===== src/common/sdram_pkg.sv =====
`default_nettype none

// bank geometry and the request/response records seen by the array
package sdram_pkg;

    localparam int bank_aw = 12;  // word address bits
    localparam int bank_dw = 16;  // word width
    localparam int bank_mw = bank_dw / 8;  // one mask bit per byte

    // one access presented to the bank on the start cycle
    typedef struct packed {
        logic [bank_aw-1:0] addr;
        logic [bank_dw-1:0] data;  // write data, ignored on reads
        logic [bank_mw-1:0] mask;  // upper bit selects bits 15:8
        logic               we;
    } bank_req_t;

    // registered read word, held until the next access
    typedef struct packed {
        logic [bank_dw-1:0] data;
    } bank_rsp_t;

endpackage

`default_nettype wire


===== src/common/rom_map_pkg.sv =====
`default_nettype none

// layout of the downloaded ROM image and where each region lands in the bank
package rom_map_pkg;

    import sdram_pkg::*;

    localparam int ioctl_aw = 16;  // host byte address width

    // first byte of the image picks one of these
    localparam logic [7:0] game_default = 8'd0;
    localparam logic [7:0] game_alt     = 8'd1;

    // region lengths in bytes
    localparam logic [15:0] cpu_len_default = 16'd2048;
    localparam logic [15:0] pcm_len_default = 16'd1024;
    localparam logic [15:0] cpu_len_alt     = 16'd1024;
    localparam logic [15:0] pcm_len_alt     = 16'd2048;

    localparam logic [ioctl_aw-1:0] rom_base = 16'd1;  // cpu region, pcm follows it

    // word offsets of the regions inside the bank
    localparam logic [bank_aw-1:0] cpu_word_offs = bank_aw'(0);
    localparam logic [bank_aw-1:0] pcm_word_offs = bank_aw'(1024);

    // one byte write from the loader, byte copied into both halves
    typedef struct packed {
        logic [bank_aw-1:0] addr;
        logic [bank_dw-1:0] data;
        logic [bank_mw-1:0] mask;  // 2'b10 even offset, 2'b01 odd offset
    } prog_wr_t;

endpackage

`default_nettype wire


===== src/rom_slot.sv =====
`timescale 1ns/1ps
`default_nettype none

module rom_slot
    import sdram_pkg::*;
    import rom_map_pkg::*;
#(
    parameter type payload_t = logic [15:0],
    parameter int  AW        = bank_aw
) (
    input  wire logic          CLK,
    input  wire logic          rst,
    input  wire logic          cs,
    input  wire logic [AW-1:0] addr,
    output logic               ok,
    output payload_t           dout,
    output logic               rd_req,
    output logic [AW-1:0]      rd_addr,
    input  wire logic          rd_done,
    input  wire bank_rsp_t     rd_data
);

    // byte clients address bytes and live in the pcm region
    localparam bit byte_mode = $bits(payload_t) == 8;
    localparam logic [AW-1:0] word_offs = byte_mode ? AW'(pcm_word_offs) : AW'(cpu_word_offs);

    logic [AW-1:0]      want_addr;
    logic [AW-1:0]      tag;
    logic [bank_dw-1:0] word;
    logic               valid;
    logic               hit;
    logic [bank_dw-1:0] sel;

    assign want_addr = (byte_mode ? addr >> 1 : addr) + word_offs;
    assign hit       = valid && tag == want_addr;
    assign ok        = hit;  // follows addr in the same cycle

    always_comb begin
        if (!byte_mode)
            sel = word;
        else if (addr[0])
            sel = {8'h00, word[7:0]};  // odd byte in the low half
        else
            sel = {8'h00, word[15:8]};
    end

    assign dout = payload_t'(sel);

    always_ff @(posedge CLK) begin
        if (rst) begin
            valid  <= 1'b0;
            rd_req <= 1'b0;
        end else if (rd_done) begin
            valid  <= 1'b1;
            rd_req <= 1'b0;
        end else if (cs && !hit && !rd_req) begin
            rd_req <= 1'b1;  // held until the scheduler grants it
        end
    end

    // request address and cached word
    always_ff @(posedge CLK) begin
        if (cs && !hit && !rd_req && !rd_done)
            rd_addr <= want_addr;
        if (rd_done) begin
            word <= rd_data.data;
            tag  <= rd_addr;  // an addr change while waiting just misses again
        end
    end

    a_done_pending: assert property (@(posedge CLK) disable iff (rst)
        rd_done |-> rd_req)
        else $error("read completion without a pending request");

endmodule

`default_nettype wire


===== config.mk =====
export PLATFORM = sky130hd
export DESIGN_NAME = rom_slot
export DESIGN_NICKNAME = d
export VERILOG_FILES = /design/src/common/sdram_pkg.sv /design/src/common/rom_map_pkg.sv /design/src/rom_slot.sv
export SDC_FILE = /design/constraint.sdc
export NUM_CORES = 1
export LEC_CHECK = 0
export BUFFER_PORTS_ARGS = -buffer_cell sky130_fd_sc_hd__buf_4
export CAP_MARGIN = 30
export CORE_UTILIZATION = 41
export DETAILED_ROUTE_END_ITERATION = 7
export PLACE_DENSITY_LB_ADDON = 0.05
export SYNTH_ARGS = -nofsm -noshare
export SYNTH_HDL_FRONTEND = slang
export SYNTH_SLANG_ARGS = --single-unit

===== constraint.sdc =====
create_clock -name CLK -period 2.3 [get_ports CLK]
set_clock_uncertainty 0.2 [all_clocks]
set_input_delay 0.115 -clock CLK [delete_from_list [all_inputs] [get_ports CLK]]
set_output_delay 0.115 -clock CLK [all_outputs]
set_load 0.02 [all_outputs]

# Yosys cells after proc, flatten, opt, wreduce, memory -nomap -nowiden
# Cells that the tools add are included.
dict set report totals {
  reg_bits 42
  output_inout_bits 30
}
dict set report op_classes {
  eq_ne 1
  n_reduce_logical 8
}
# cell n
set ops {}
lappend ops {{12-bit == test} 1}
lappend ops {{1-bit logical AND} 4}
lappend ops {{1-bit zero test} 3}
lappend ops {{2-bit OR reduction} 1}

# Longest topological paths before layout
# Gate-level depths: netlist of run 1.
dict set report logic_depth {
  depth_word 6
  mapped_depth 4
  depth_no_buf 4
}

# Least setup slack after synthesis of run 1
# No wires, ideal clock.
dict set report synth_timing {
  kind {flip-flop to flip-flop}
  start {reg tag[11]}
  end {reg rd_addr[0] (enable)}
  arrival_time_ps 1572
  required_time_ps 1704
  slack_ps 131
  path_stages_with_launch 5
  cell_sequence {edfxtp_1 > xnor2_1 > nand4_1 > o41ai_2 > nor3_1}
}
dict set report synth_via {
  elab_chain_len 6
}
# element line_no
set synth_lines {}
lappend synth_lines {{start: declaration} rom_slot.sv:28} ;# logic [AW-1:0] tag;
lappend synth_lines {{start signal: assignment} rom_slot.sv:67} ;# tag <= rd_addr;
lappend synth_lines {{12-bit == test} rom_slot.sv:35} ;# assign hit = valid && tag == want_addr;
lappend synth_lines {{1-bit logical AND} rom_slot.sv:35}
lappend synth_lines {{1-bit zero test} rom_slot.sv:63} ;# if (cs && !hit && !rd_req && !rd_done)
lappend synth_lines {{1-bit logical AND (3 in a row)} rom_slot.sv:63}
lappend synth_lines {{end signal: assignment} rom_slot.sv:64} ;# rd_addr <= want_addr;
lappend synth_lines {{end: declaration} rom_slot.sv:18} ;# output logic [AW-1:0] rd_addr,
# No other way between the ends.
# A chain may end at the register's enable or synchronous reset.

# Worst setup path after layout of run 1
dict set report layout_timing {
  start {in addr[4]}
  end {out ok}
}
dict set report layout_via {
  elab_chain_len 2
}
# element line_no
set layout_lines {}
lappend layout_lines {{start: declaration} rom_slot.sv:14} ;# input wire logic [AW-1:0] addr,
lappend layout_lines {{12-bit == test} rom_slot.sv:35}
lappend layout_lines {{1-bit logical AND} rom_slot.sv:35}
lappend layout_lines {{end: declaration} rom_slot.sv:15} ;# output logic ok,
# No other way between the ends.

==> impl_results.md, run 1 <==
* Worst EP arrival at 1.74 ns
* RSZ-0062 raised after global routing: false
* Routed len/inst at 13.6 um
* Top_reg_cell synth: edfxtp_1
* Crit-path most repeated cell: buf_4
* Post-layout util at 72.6%
* Pre-antenna DRT Iters at 4
* Clock slew at reported path FFs at 0.12 ns
* H-tree Lvls at 2
* Clock root buffer: clkbuf_4
* Final instance area at 2290 um2
* Leak pwr at 0.896 nW
* Initial antenna violation count at 0
* Die area at 3690 um2
* Switching Share at 22.3%
* Total Routed Length at 2.85 mm
* Crit-path slowest cell: dlygate4sd3_1
* Clock sink count at 42
* Synth area leaders: edfxtp_1 85%, xnor2_1 7.4%, dfxtp_1 2.8%, o41ai_2 1.2%, nand4_1 0.88%
* Pin count of the biggest net entering global routing at 32
* First-pass GRT wire length at 4.08 mm
* Layout cells sized above 1 at 41.8%
* Initial Utilization at 44.8%
* Ports at 62
* Final Hold Viols at 0
* Rows at 20
* CTS max path bufs at 2
* Comb pwr share at 15.0%
* Final Cycle Share at 89.1%
* Number of flops mapped to enable cells by yosys at 40
* Net Count, Synth at 97
* Distinct cells, synth at 12
* Mapped Area at 1410 um2
* Multi-input gate area in the final layout at 174 um2
* Crit end category: primary output
* Worst-skew pair later-pin latency at 0.34 ns
* Power density of the placed cells at 633 nW/um2
* Fraction of registers with async set/reset at 0%
* Fillcell total at 223
* Post-layout nets at 196
* Max-cap violations at 0
* Vias in the first global route at 908
* Placement Cell Area at 1940 um2
* Worst Tran Pin Value at 0.404 ns
* Most instantiated library cell after synthesis: edfxtp_1
* Yosys reg bits at 42
* DRC Markers at 0
* CTS tree: done
* Setup Viol. Count Final at 0
* Seq pwr share at 62.4%
* Ant. Diodes at 0
* Via Count at 946
* Pins Over Slew Limit at 0
* Layout area overhead at 61.9%
* I/O Buffers at 61
* Cell count after synthesis at 65
* Top-area cell type share of the netlist area at 85.0%
* Leading area contributor after synthesis: edfxtp_1
* Critical Path RT at 1.99 ns
* Iter 0 DRT Violations at 13
* Post-synthesis sequential area ratio at 87.8%
* Crit-path max FO at 2
* VDD IR max at 0.400 mV
* Fin crit period at 2.05 ns
* Clock power share at 22.6%
* Min-delay worst type: in -> reg
* List of most frequent post-synthesis cells: 40 x edfxtp_1, 12 x xnor2_1, 2 x dfxtp_1, 2 x nand4_1, 2 x nor2_1
* Num CTS Buffers at 5
* Status: finished clean
* Rel. slew slack at 73.1%
* GRT Residual Overflow at 0
* Core footprint at 3150 um2
* Die height at 60.7 um
* Peak Freq at 488 MHz
* Setup TNS at 0 ns
* DP Wirelength at 1.72 mm
* CP startpoint kind: primary input
* Worst path cell trace: dlygate4sd3_1 > buf_4 > xnor2_1 > nand4_1 > nor4_1 > buf_4
* Pint at 1.13 mW
* Vias per cell at 4.53
* Gr usage total at 16.3%
* FF+latch area at 1240 um2
* CP max stage delay at 0.54 ns
* Chip Width at 60.7 um
* Final RePlAce weighted congestion at 0.663
* Postcts setup bufs at 0
* CP Class: in -> out
* Post-Synthesis Mean Instance Area at 21.8 um2
* Sw power at 323 uW
* Post-route ant nets at 0
* Yosys warns at 0
[power groups by stage]
| stage | Combinational [mW] | Sequential, mW | Clock (mW) |
|---|---|---|---|
| 3_3_place_gp | 0.175 | 0.919 | 0 |
| 2_1_floorplan | 0.0267 | 0.961 | 0 |
| 4_1_cts | 0.219 | 0.904 | 0.339 |
| 6_report | 0.218 | 0.904 | 0.327 |
| 5_1_grt | 0.233 | 0.908 | 0.367 |
| 3_5_place_dp | 0.178 | 0.920 | 0 |
[kinds of logic after synthesis]
kind of cell           share of synthesized area (%)
AO/OA/AOI/OAI                                   1.68
XOR/XNOR                                        7.43
buffers and inverters                          0.265
flip-flops                                      87.8
AND/OR/NAND/NOR                                 2.83
[stage by stage]
stage	hold WS (ns)	total power, mW	worst slack (ns)	cells
floorplan	-0.0126	0.988	0.131	65
global placement	0.0890	1.09	0.466	171
detailed placement	0.0914	1.10	0.421	171
CTS	0.0176	1.46	0.269	209
global route	0.0239	1.51	0.115	209
finish	0.0320	1.45	0.250	209
[layout make-up]
cell class	instances	area share [%]
clock buffer	7	1.97
clock inverter	1	0.164
inverter	1	0.164
multi-input combinational	22	7.60
sequential	42	54.2
tap	44	2.41
timing repair buffer	92	33.5
[flip-flops by register name, indices dropped and copies added (netlist names)]
signal,cells
rd_req,1
valid,1
dout,16
tag,12
rd_addr,12
[worst paths after layout]
kind	start	end	slack, ns	cells after the start
hold reg to reg	rd_addr[10]$_DFFE_PP_	tag[10]$_DFFE_PP_	0.26	0
setup / recovery	addr[4]	ok	0.25	6
setup reg to reg	tag[4]$_DFFE_PP_	rd_addr[0]$_DFFE_PP_	0.38	5
hold / removal	rd_done	tag[2]$_DFFE_PP_	0.03	1
[metal layers]
metal | global-route usage [%] | vias to the layer above | share of wire [%]
met3 | 4.05 | 5 | 6.4
li1 | - | 445 | -
met4 | 8.77 | 0 | 1.4
met5 | 0 | - | 0
met1 | 18.4 | 453 | 40
met2 | 28.4 | 43 | 52
[cells in the final DEF, fill, tap and decap left out, types with 2 or more instances in the layout]
master and count:
clkbuf_1 2, nand4_1 2, clkbuf_4 5, dlygate4sd3_1 30, xnor2_1 12, edfxtp_1 40, nor2_1 2, dfxtp_1 2
buf_4 62
[repair_timing]
action | CTS | global route
resized for setup | 0 | 0
endpoints found under the hold margin | 32 | 0
hold buffers | 30 | 0
[critical path: cells and delay by family]
family        cells  cell delay (ns)
buf+inv           3             0.90
xor+xnor          1             0.16
simple gates      2             0.56
Power figures use the tool's default switching activity.
==> run 2, diff against run 1 <==
--- a/config.mk
+++ b/config.mk
@@ -10,6 +10,7 @@
 export CORE_UTILIZATION = 41
 export DETAILED_ROUTE_END_ITERATION = 7
 export PLACE_DENSITY_LB_ADDON = 0.05
+export SETUP_SLACK_MARGIN = 0.3
 export SYNTH_ARGS = -nofsm -noshare
 export SYNTH_HDL_FRONTEND = slang
 export SYNTH_SLANG_ARGS = --single-unit
==> run 2 against run 1 <==
  * Wire length down 2.4%
  * Final cell count down 0.96%
  * Largest power group unchanged
  * Final area up 0.16%
  * Critical path depth unchanged
  * Worst setup slack better by 0.14 ns
  * Via count down 2.2%
  * Hold slack worse by 0.014 ns
  * Global-route usage up 0.67 points
  * Utilization up 0.12 points
  * Combinational power about the same
==> impl_results.md, run 2 (same netlist as run 1, synthesis figures left out) <==
* Peak Freq at 524 MHz (was 488 MHz)
* Initial antenna violation count at 0 (unchanged)
* Num CTS Buffers at 5 (unchanged)
* Met3 wire len at 215 um (was 181 um)
* Commonest non-fill, non-tap cell in the layout: buf_4 (unchanged)
* FF+latch area at 1240 um2 (unchanged)
* CP max stage delay at 0.54 ns (about the same)
* Chip Width at 60.7 um (unchanged)
* Initial Utilization at 44.8% (unchanged)
* Worst-skew pair later-pin latency at 0.34 ns (about the same)
* Gr usage total at 17.0% (was 16.3%)
* R2r endpoint: rd_addr[11]$_DFFE_PP_ (was rd_addr[0]$_DFFE_PP_)
* RSZ-0062 raised after global routing: false (unchanged)
* Final Cycle Share at 83.0% (was 89.1%)
* Die height at 60.7 um (unchanged)
* CTS tree: done (unchanged)
* First-pass GRT wire length at 4.19 mm (was 4.08 mm)
* Worst path cell trace: dlygate4sd3_1 > buf_4 > xnor2_1 > nand4_1 > nor4_2 > buf_4 (was dlygate4sd3_1 > buf_4 > xnor2_1 > nand4_1 > nor4_1 > buf_4)
* Worst hold stages at 1 (unchanged)
* Fillcell total at 236 (was 223)
* Total Routed Length at 2.78 mm (was 2.85 mm)
* Highest routed metal layer: met4 (unchanged)
* Routed len/inst at 13.4 um (was 13.6 um)
* Critical Path RT at 1.99 ns (about the same)
* Vias per cell at 4.47 (was 4.53)
* I/O Buffers at 61 (unchanged)
* Max-cap violations at 0 (unchanged)
* GRT Residual Overflow at 0 (unchanged)
* Number of flip-flops in the largest register at 16 (unchanged)
* CP Class: in -> out (unchanged)
* Iter 0 DRT Violations at 26 (was 13)
* Hold Path Sink: tag[1]$_DFFE_PP_ (was tag[2]$_DFFE_PP_)
* Crit end category: primary output (unchanged)
* Status: finished clean (unchanged)
* Post-layout nets at 195 (was 196)
* Leak pwr at 0.895 nW (was 0.896 nW)
* Core footprint at 3150 um2 (unchanged)
* Layout area overhead at 62.1% (was 61.9%)
* Worst Tran Pin Value at 0.571 ns (was 0.404 ns)
* R2r setup slk at 0.44 ns (was 0.38 ns)
* Via Count at 925 (was 946)
* Clock slew at reported path FFs at 0.11 ns (was 0.12 ns)
* Multi-input gate area in the final layout at 186 um2 (was 174 um2)
* Reg2reg start: tag[4]$_DFFE_PP_ (unchanged)
* Final RePlAce weighted congestion at 0.713 (was 0.663)
* Clock root buffer: clkbuf_4 (unchanged)
* CP startpoint kind: primary input (unchanged)
* Worst EP arrival at 1.59 ns (was 1.74 ns)
* VDD IR max at 0.416 mV (was 0.400 mV)
* Ports at 62 (unchanged)
* Commonest cells after routing, fill and taps aside: 61 x buf_4, 40 x edfxtp_1, 30 x dlygate4sd3_1 (was 62 x buf_4, 40 x edfxtp_1, 30 x dlygate4sd3_1)
* Die area at 3690 um2 (unchanged)
* Layout cells sized above 1 at 43.6% (was 41.8%)
* R2R depth at 4 (was 5)
* CTS max path bufs at 2 (unchanged)
* Crit-path max FO at 2 (unchanged)
* Pin count of the biggest net entering global routing at 32 (unchanged)
* Setup TNS at 0 ns (unchanged)
* Crit-path slowest cell: dlygate4sd3_1 (unchanged)
* H-tree Lvls at 2 (unchanged)
* Power density of the placed cells at 631 nW/um2 (was 633 nW/um2)
* Final Hold Viols at 0 (unchanged)
* WL met2 at 1.40 mm (was 1.49 mm)
* Crit-path most repeated cell: buf_4 (unchanged)
* Clock sink count at 42 (unchanged)
* Rows at 20 (unchanged)
* Pre-antenna DRT Iters at 4 (unchanged)
* Rel. slew slack at 61.8% (was 73.1%)
* Vias in the first global route at 885 (was 908)
* Fin crit period at 1.91 ns (was 2.05 ns)
* Setup Viol. Count Final at 0 (unchanged)
* Total Power Consumption at 1.45 mW (about the same)
* Ant. Diodes at 0 (unchanged)
* Worst hold path startpoint: rd_done (unchanged)
* Routed metal-1 wirelength at 1.12 mm (was 1.14 mm)
* Pins Over Slew Limit at 0 (unchanged)
* Post-route ant nets at 0 (unchanged)
* Min-delay worst type: in -> reg (unchanged)
* DRC Markers at 0 (unchanged)
==> run 2: changes by cell type in the layout (fill, tap and decap cells not counted), sizes merged <==
cell	before	now
clkbuf	7	5
clkinv	1	2
buf	62	61
==> run 2: how the worst max path moves through the flow <==
| stage | start | end | slack, ns | depth (start not counted) |
|---|---|---|---|---|
| after CTS | addr[4] | ok | 0.36 | 6 |
| after global routing | tag[4]$_DFFE_PP_ | ok | 0.31 | 4 |
| after floorplan | tag[11]$_DFFE_PP_ | rd_addr[0]$_DFFE_PP_ | 0.50 | 4 |
| after global placement | tag[4]$_DFFE_PP_ | rd_addr[10]$_DFFE_PP_ | 0.28 | 4 |
| final | addr[4] | ok | 0.39 | 6 |
| after detailed placement | tag[3]$_DFFE_PP_ | rd_addr[7]$_DFFE_PP_ | 0.24 | 4 |
==> run 2: critical path: cells and delay by family <==
family | cells | cell delay, ns
buffers and inverters | 3 | 0.86
XOR/XNOR | 1 | 0.15
AND/OR/NAND/NOR | 2 | 0.47
==> run 2: stage by stage <==
stage	area (um2)	setup WS (ns)	hold slack [ns]	std cells	util, %
floorplan	1420	0.499	-0.0126	65	-
global placement	1930	0.280	0.0916	170	61.3
detailed placement	1930	0.244	0.0929	170	61.3
CTS	2290	0.363	0.0166	207	72.5
global route	2290	0.314	0.00283	207	72.7
finish	2290	0.390	0.0183	207	72.7
==> run 2: metal layers <==
metal / GRT usage (%) / up-vias
met5: 0 / -
met4: 6.82 / 0
met3: 7.46 / 5
met2: 28.4 / 38
met1: 19.1 / 435
li1: - / 447
==> run 2: report_power, final <==
group | switching [mW] | total (mW) | internal (mW)
combinational | 0.0968 | 0.217 | 0.120
clock | 0.216 | 0.326 | 0.110
sequential | 0.0177 | 0.904 | 0.887
==> run 2: layout make-up <==
type                    instances  area share, %
flip-flops and latches         42           54.1
repair buffers                 91           33.1
multi-input cells              22           8.13
well taps                      44           2.40
clock buffers                   5           1.64
clock inverters                 2          0.437
inverters                       1          0.164
==> run 2: what timing repair did <==
action	CTS	global route
setup endpoints to repair	12	1
buffers inserted	0	0
gates cloned	0	0
endpoints found under the hold margin	30	0
hold buffers	30	0
resized for setup	1	1
==> run 3, diff against run 2 <==
--- a/config.mk
+++ b/config.mk
@@ -5,9 +5,10 @@
 export SDC_FILE = /design/constraint.sdc
 export NUM_CORES = 1
 export LEC_CHECK = 0
+export ABC_AREA = 1
 export BUFFER_PORTS_ARGS = -buffer_cell sky130_fd_sc_hd__buf_4
 export CAP_MARGIN = 30
-export CORE_UTILIZATION = 41
+export CORE_UTILIZATION = 43
 export DETAILED_ROUTE_END_ITERATION = 7
 export PLACE_DENSITY_LB_ADDON = 0.05
 export SETUP_SLACK_MARGIN = 0.3
==> constraint.sdc (replaced) <==
create_clock -name CLK -period 1.7 [get_ports CLK]
set_clock_uncertainty 0.2 [all_clocks]
set_input_delay 0.085 -clock CLK [delete_from_list [all_inputs] [get_ports CLK]]
set_output_delay 0.085 -clock CLK [all_outputs]
set_load 0.02 [all_outputs]
==> run 3 against run 2 <==
  * The run now ends with setup timing left
  * Die area is 8.8% higher
  * Via count up 38%
  * Worst setup slack got worse by 0.47 ns
  * Global-route usage rose by 2.1 points
  * Critical path type is now reg -> out
  * Area after synthesis increased by 14%
  * Synthesized cell count up 98%
  * Critical endpoint unchanged
  * Final cell count rose by 34%
  * Combinational power up 62%
  * Highest routed layer unchanged
  * Final area increased by 15%
  * Flip-flop and latch count did not move
==> impl_results.md, run 3 <==
* Status: finished, violations left (was finished clean)
* Violated checks: setup timing
* Rows at 21 (was 20)
* Leading area contributor after synthesis: edfxtp_1 (unchanged)
* Yosys warns at 0 (unchanged)
* Mapped Area at 1620 um2 (was 1410 um2)
* Rel. slew slack at 73.2% (was 61.8%)
* Fraction of registers with async set/reset at 0% (unchanged)
* Commonest non-fill, non-tap cell in the layout: buf_4 (unchanged)
* Commonest cells after routing, fill and taps aside: 60 x buf_4, 40 x edfxtp_1, 29 x dlygate4sd3_1 (was 61 x buf_4, 40 x edfxtp_1, 30 x dlygate4sd3_1)
* Gr usage total at 19.0% (was 17.0%)
* Most instantiated library cell after synthesis: edfxtp_1 (unchanged)
* Critical Path RT at 1.41 ns (was 1.99 ns)
* Worst EP arrival at 1.49 ns (was 1.59 ns)
* Top_reg_cell synth: edfxtp_1 (unchanged)
* Post-layout util at 76.1% (was 72.7%)
* I/O Buffers at 61 (unchanged)
* RSZ-0062 raised after global routing: true (was false)
* H-tree Lvls at 2 (unchanged)
* Crit end category: primary output (unchanged)
* Final RePlAce weighted congestion at 0.789 (was 0.713)
* Total Power Consumption at 2.49 mW (was 1.45 mW)
* Crit-path slowest cell: edfxtp_1 (was dlygate4sd3_1)
* Distinct cells, synth at 18 (was 12)
* Worst setup path startpoint: tag[4]$_DFFE_PP_ (was addr[4])
* Pre-antenna DRT Iters at 4 (unchanged)
* Number of flops mapped to enable cells by yosys at 40 (unchanged)
* Post-synthesis sequential area ratio at 76.7% (was 87.8%)
* Initial Utilization at 46.6% (was 44.8%)
* Crit-path max FO at 2 (unchanged)
* Num CTS Buffers at 5 (unchanged)
* Cell count after synthesis at 129 (was 65)
* Layout area overhead at 63.2% (was 62.1%)
* First-pass GRT wire length at 5.57 mm (was 4.19 mm)
* Setup Viol. Count Final at 13 (was 0)
* Final Hold Viols at 0 (unchanged)
* Die area at 4010 um2 (was 3690 um2)
* Ports at 62 (unchanged)
* Final Cycle Share at 105%
* Worst path cell trace: xnor2_2 > nand3_1 > nor2_1 > nand4_1 > nor2_2 > buf_6 (was dlygate4sd3_1 > buf_4 > xnor2_1 > nand4_1 > nor4_2 > buf_4)
* Clock sink count at 42 (unchanged)
* Initial antenna violation count at 0 (unchanged)
* Fillcell total at 249 (was 236)
* Net Count, Synth at 161 (was 97)
* DRC Markers at 0 (unchanged)
* Pins Over Slew Limit at 0 (unchanged)
* Routed len/inst at 13.0 um (was 13.4 um)
* Chip Width at 63.3 um (was 60.7 um)
* Clock slew at reported path FFs at 0.08 ns (was 0.11 ns)
* Crit path buffers/inverters at 1 (was 3)
* Vias in the first global route at 1240 (was 885)
* Post-route ant nets at 0 (unchanged)
* CP max stage delay at 0.41 ns (was 0.54 ns)
* VDD IR max at 0.908 mV (was 0.416 mV)
* Worst hold path startpoint: rd_done (unchanged)
* Worst-skew pair later-pin latency at 0.30 ns (was 0.34 ns)
* Worst Tran Pin Value at 0.402 ns (was 0.571 ns)
* Die height at 63.3 um (was 60.7 um)
* Min-delay worst type: in -> reg (unchanged)
* Total Routed Length at 3.61 mm (was 2.78 mm)
* Delay-heaviest family, CP: simple AND/OR/NAND/NOR gates (was buffers and inverters)
* Peak Freq at 562 MHz
* DP Wirelength at 2.26 mm
* Clock root buffer: clkbuf_8 (was clkbuf_4)
* Iter 0 DRT Violations at 54 (was 26)
* Reg2reg start: tag[1]$_DFFE_PP_ (was tag[4]$_DFFE_PP_)
* Synth area leaders: edfxtp_1 74%, nand2_1 7.7%, inv_1 5.3%, nor2_1 3.0%, dfxtp_1 2.5% (was edfxtp_1 85%, xnor2_1 7.4%, dfxtp_1 2.8%, o41ai_2 1.2%, nand4_1 0.88%)
* Number of flip-flops in the largest register at 16 (unchanged)
* Via Count at 1273 (was 925)
* Leak pwr at 1.18 nW (was 0.895 nW)
* GRT Residual Overflow at 0 (unchanged)
* CP Class: reg -> out (was in -> out)
* List of most frequent post-synthesis cells: 40 x edfxtp_1, 33 x nand2_1, 23 x inv_1, 13 x nor2_1, 3 x nand4_1 (was 40 x edfxtp_1, 12 x xnor2_1, 2 x dfxtp_1, 2 x nand4_1, 2 x nor2_1)
* Pin count of the biggest net entering global routing at 32 (unchanged)
* Post-layout nets at 262 (was 195)
* Layout cells sized above 1 at 39.4% (was 43.6%)
* Fin crit period at 1.78 ns
* CTS tree: done (unchanged)
* Core footprint at 3470 um2 (was 3150 um2)
* CP startpoint kind: flip-flop (was primary input)
* Max-cap violations at 0 (unchanged)
* Ant. Diodes at 0 (unchanged)
* Power density of the placed cells at 943 nW/um2 (was 631 nW/um2)
* Yosys reg bits at 42 (unchanged)
* CTS max path bufs at 2 (unchanged)
* Top-area cell type share of the netlist area at 74.2% (was 85.0%)
* Vias per cell at 4.60 (was 4.47)
* Fin worst setup slack at -0.0798 ns (was 0.390 ns)
* Post-Synthesis Mean Instance Area at 12.5 um2 (was 21.8 um2)
[run 3: path summary, 6_finish.rpt]
kind         slack [ns]  cells past startpoint                   end
max               -0.08                      6                    ok
min                0.04                      1      tag[3]$_DFFE_PP_
max reg2reg       -0.01                      9  rd_addr[6]$_DFFE_PP_
min reg2reg        0.26                      0      tag[6]$_DFFE_PP_
[run 3: power by group]
part / internal (mW) / total, mW / switching (mW)
sequential: 1.20 / 1.23 / 0.0248
clock: 0.581 / 0.914 / 0.334
combinational: 0.183 / 0.351 / 0.168
total: 1.96 / 2.49 / 0.526
[run 3: metal layers]
layer	GRT usage, %	share of wire (%)	vias up
met1	21.4	40	591
met4	8.52	2.1	0
met5	0	0	-
met2	32.6	51	53
li1	-	-	621
met3	6.16	7.1	8
[run 3: kinds of logic (layout without fill, tap and decap cells)]
logic type / count (synthesis) / after routing / synth area share [%]
AND/OR/NAND/NOR: 58 / 58 / 15.3
flip-flops: 42 / 42 / 76.7
buffers and inverters: 24 / 126 / 5.57
AO/OA/AOI/OAI: 3 / 3 / 1.31
XOR/XNOR: 2 / 2 / 1.08
[run 3: area by class of cell]
cell class                 count  area [um2]  share of cell area [%]
clock inverter                 3        63.8                    2.42
inverter                      24        90.1                    3.41
multi-input combinational     63         322                    12.2
timing repair buffer          94         797                    30.2
tap                           46        57.6                    2.18
sequential                    42        1240                    47.0
clock buffer                   5        68.8                    2.61
[run 3: what timing repair did]
item / in CTS / in global routing
pin swaps: 9 / 18
buffers inserted: 1 / 1
setup endpoints to repair: 13 / 14
resized for setup: 8 / 9
hold buffers: 29 / 0
endpoints found under the hold margin: 30 / 0
gates cloned: 0 / 0
[run 3: through the flow]
stage / hold slack [ns] / std cells / setup TNS [ns] / setup slack [ns] / instance area (um2)
after floorplan: -0.0426 / 129 / 0 / 0.138 / 1630
after global placement: 0.0496 / 238 / 0 / 0.0718 / 2160
after detailed placement: 0.0575 / 238 / 0 / 0.0425 / 2160
after CTS: 0.0468 / 276 / -0.0642 / -0.0642 / 2620
after global routing: 0.0527 / 277 / -1.40 / -0.186 / 2640
final: 0.0392 / 277 / -0.206 / -0.0798 / 2640
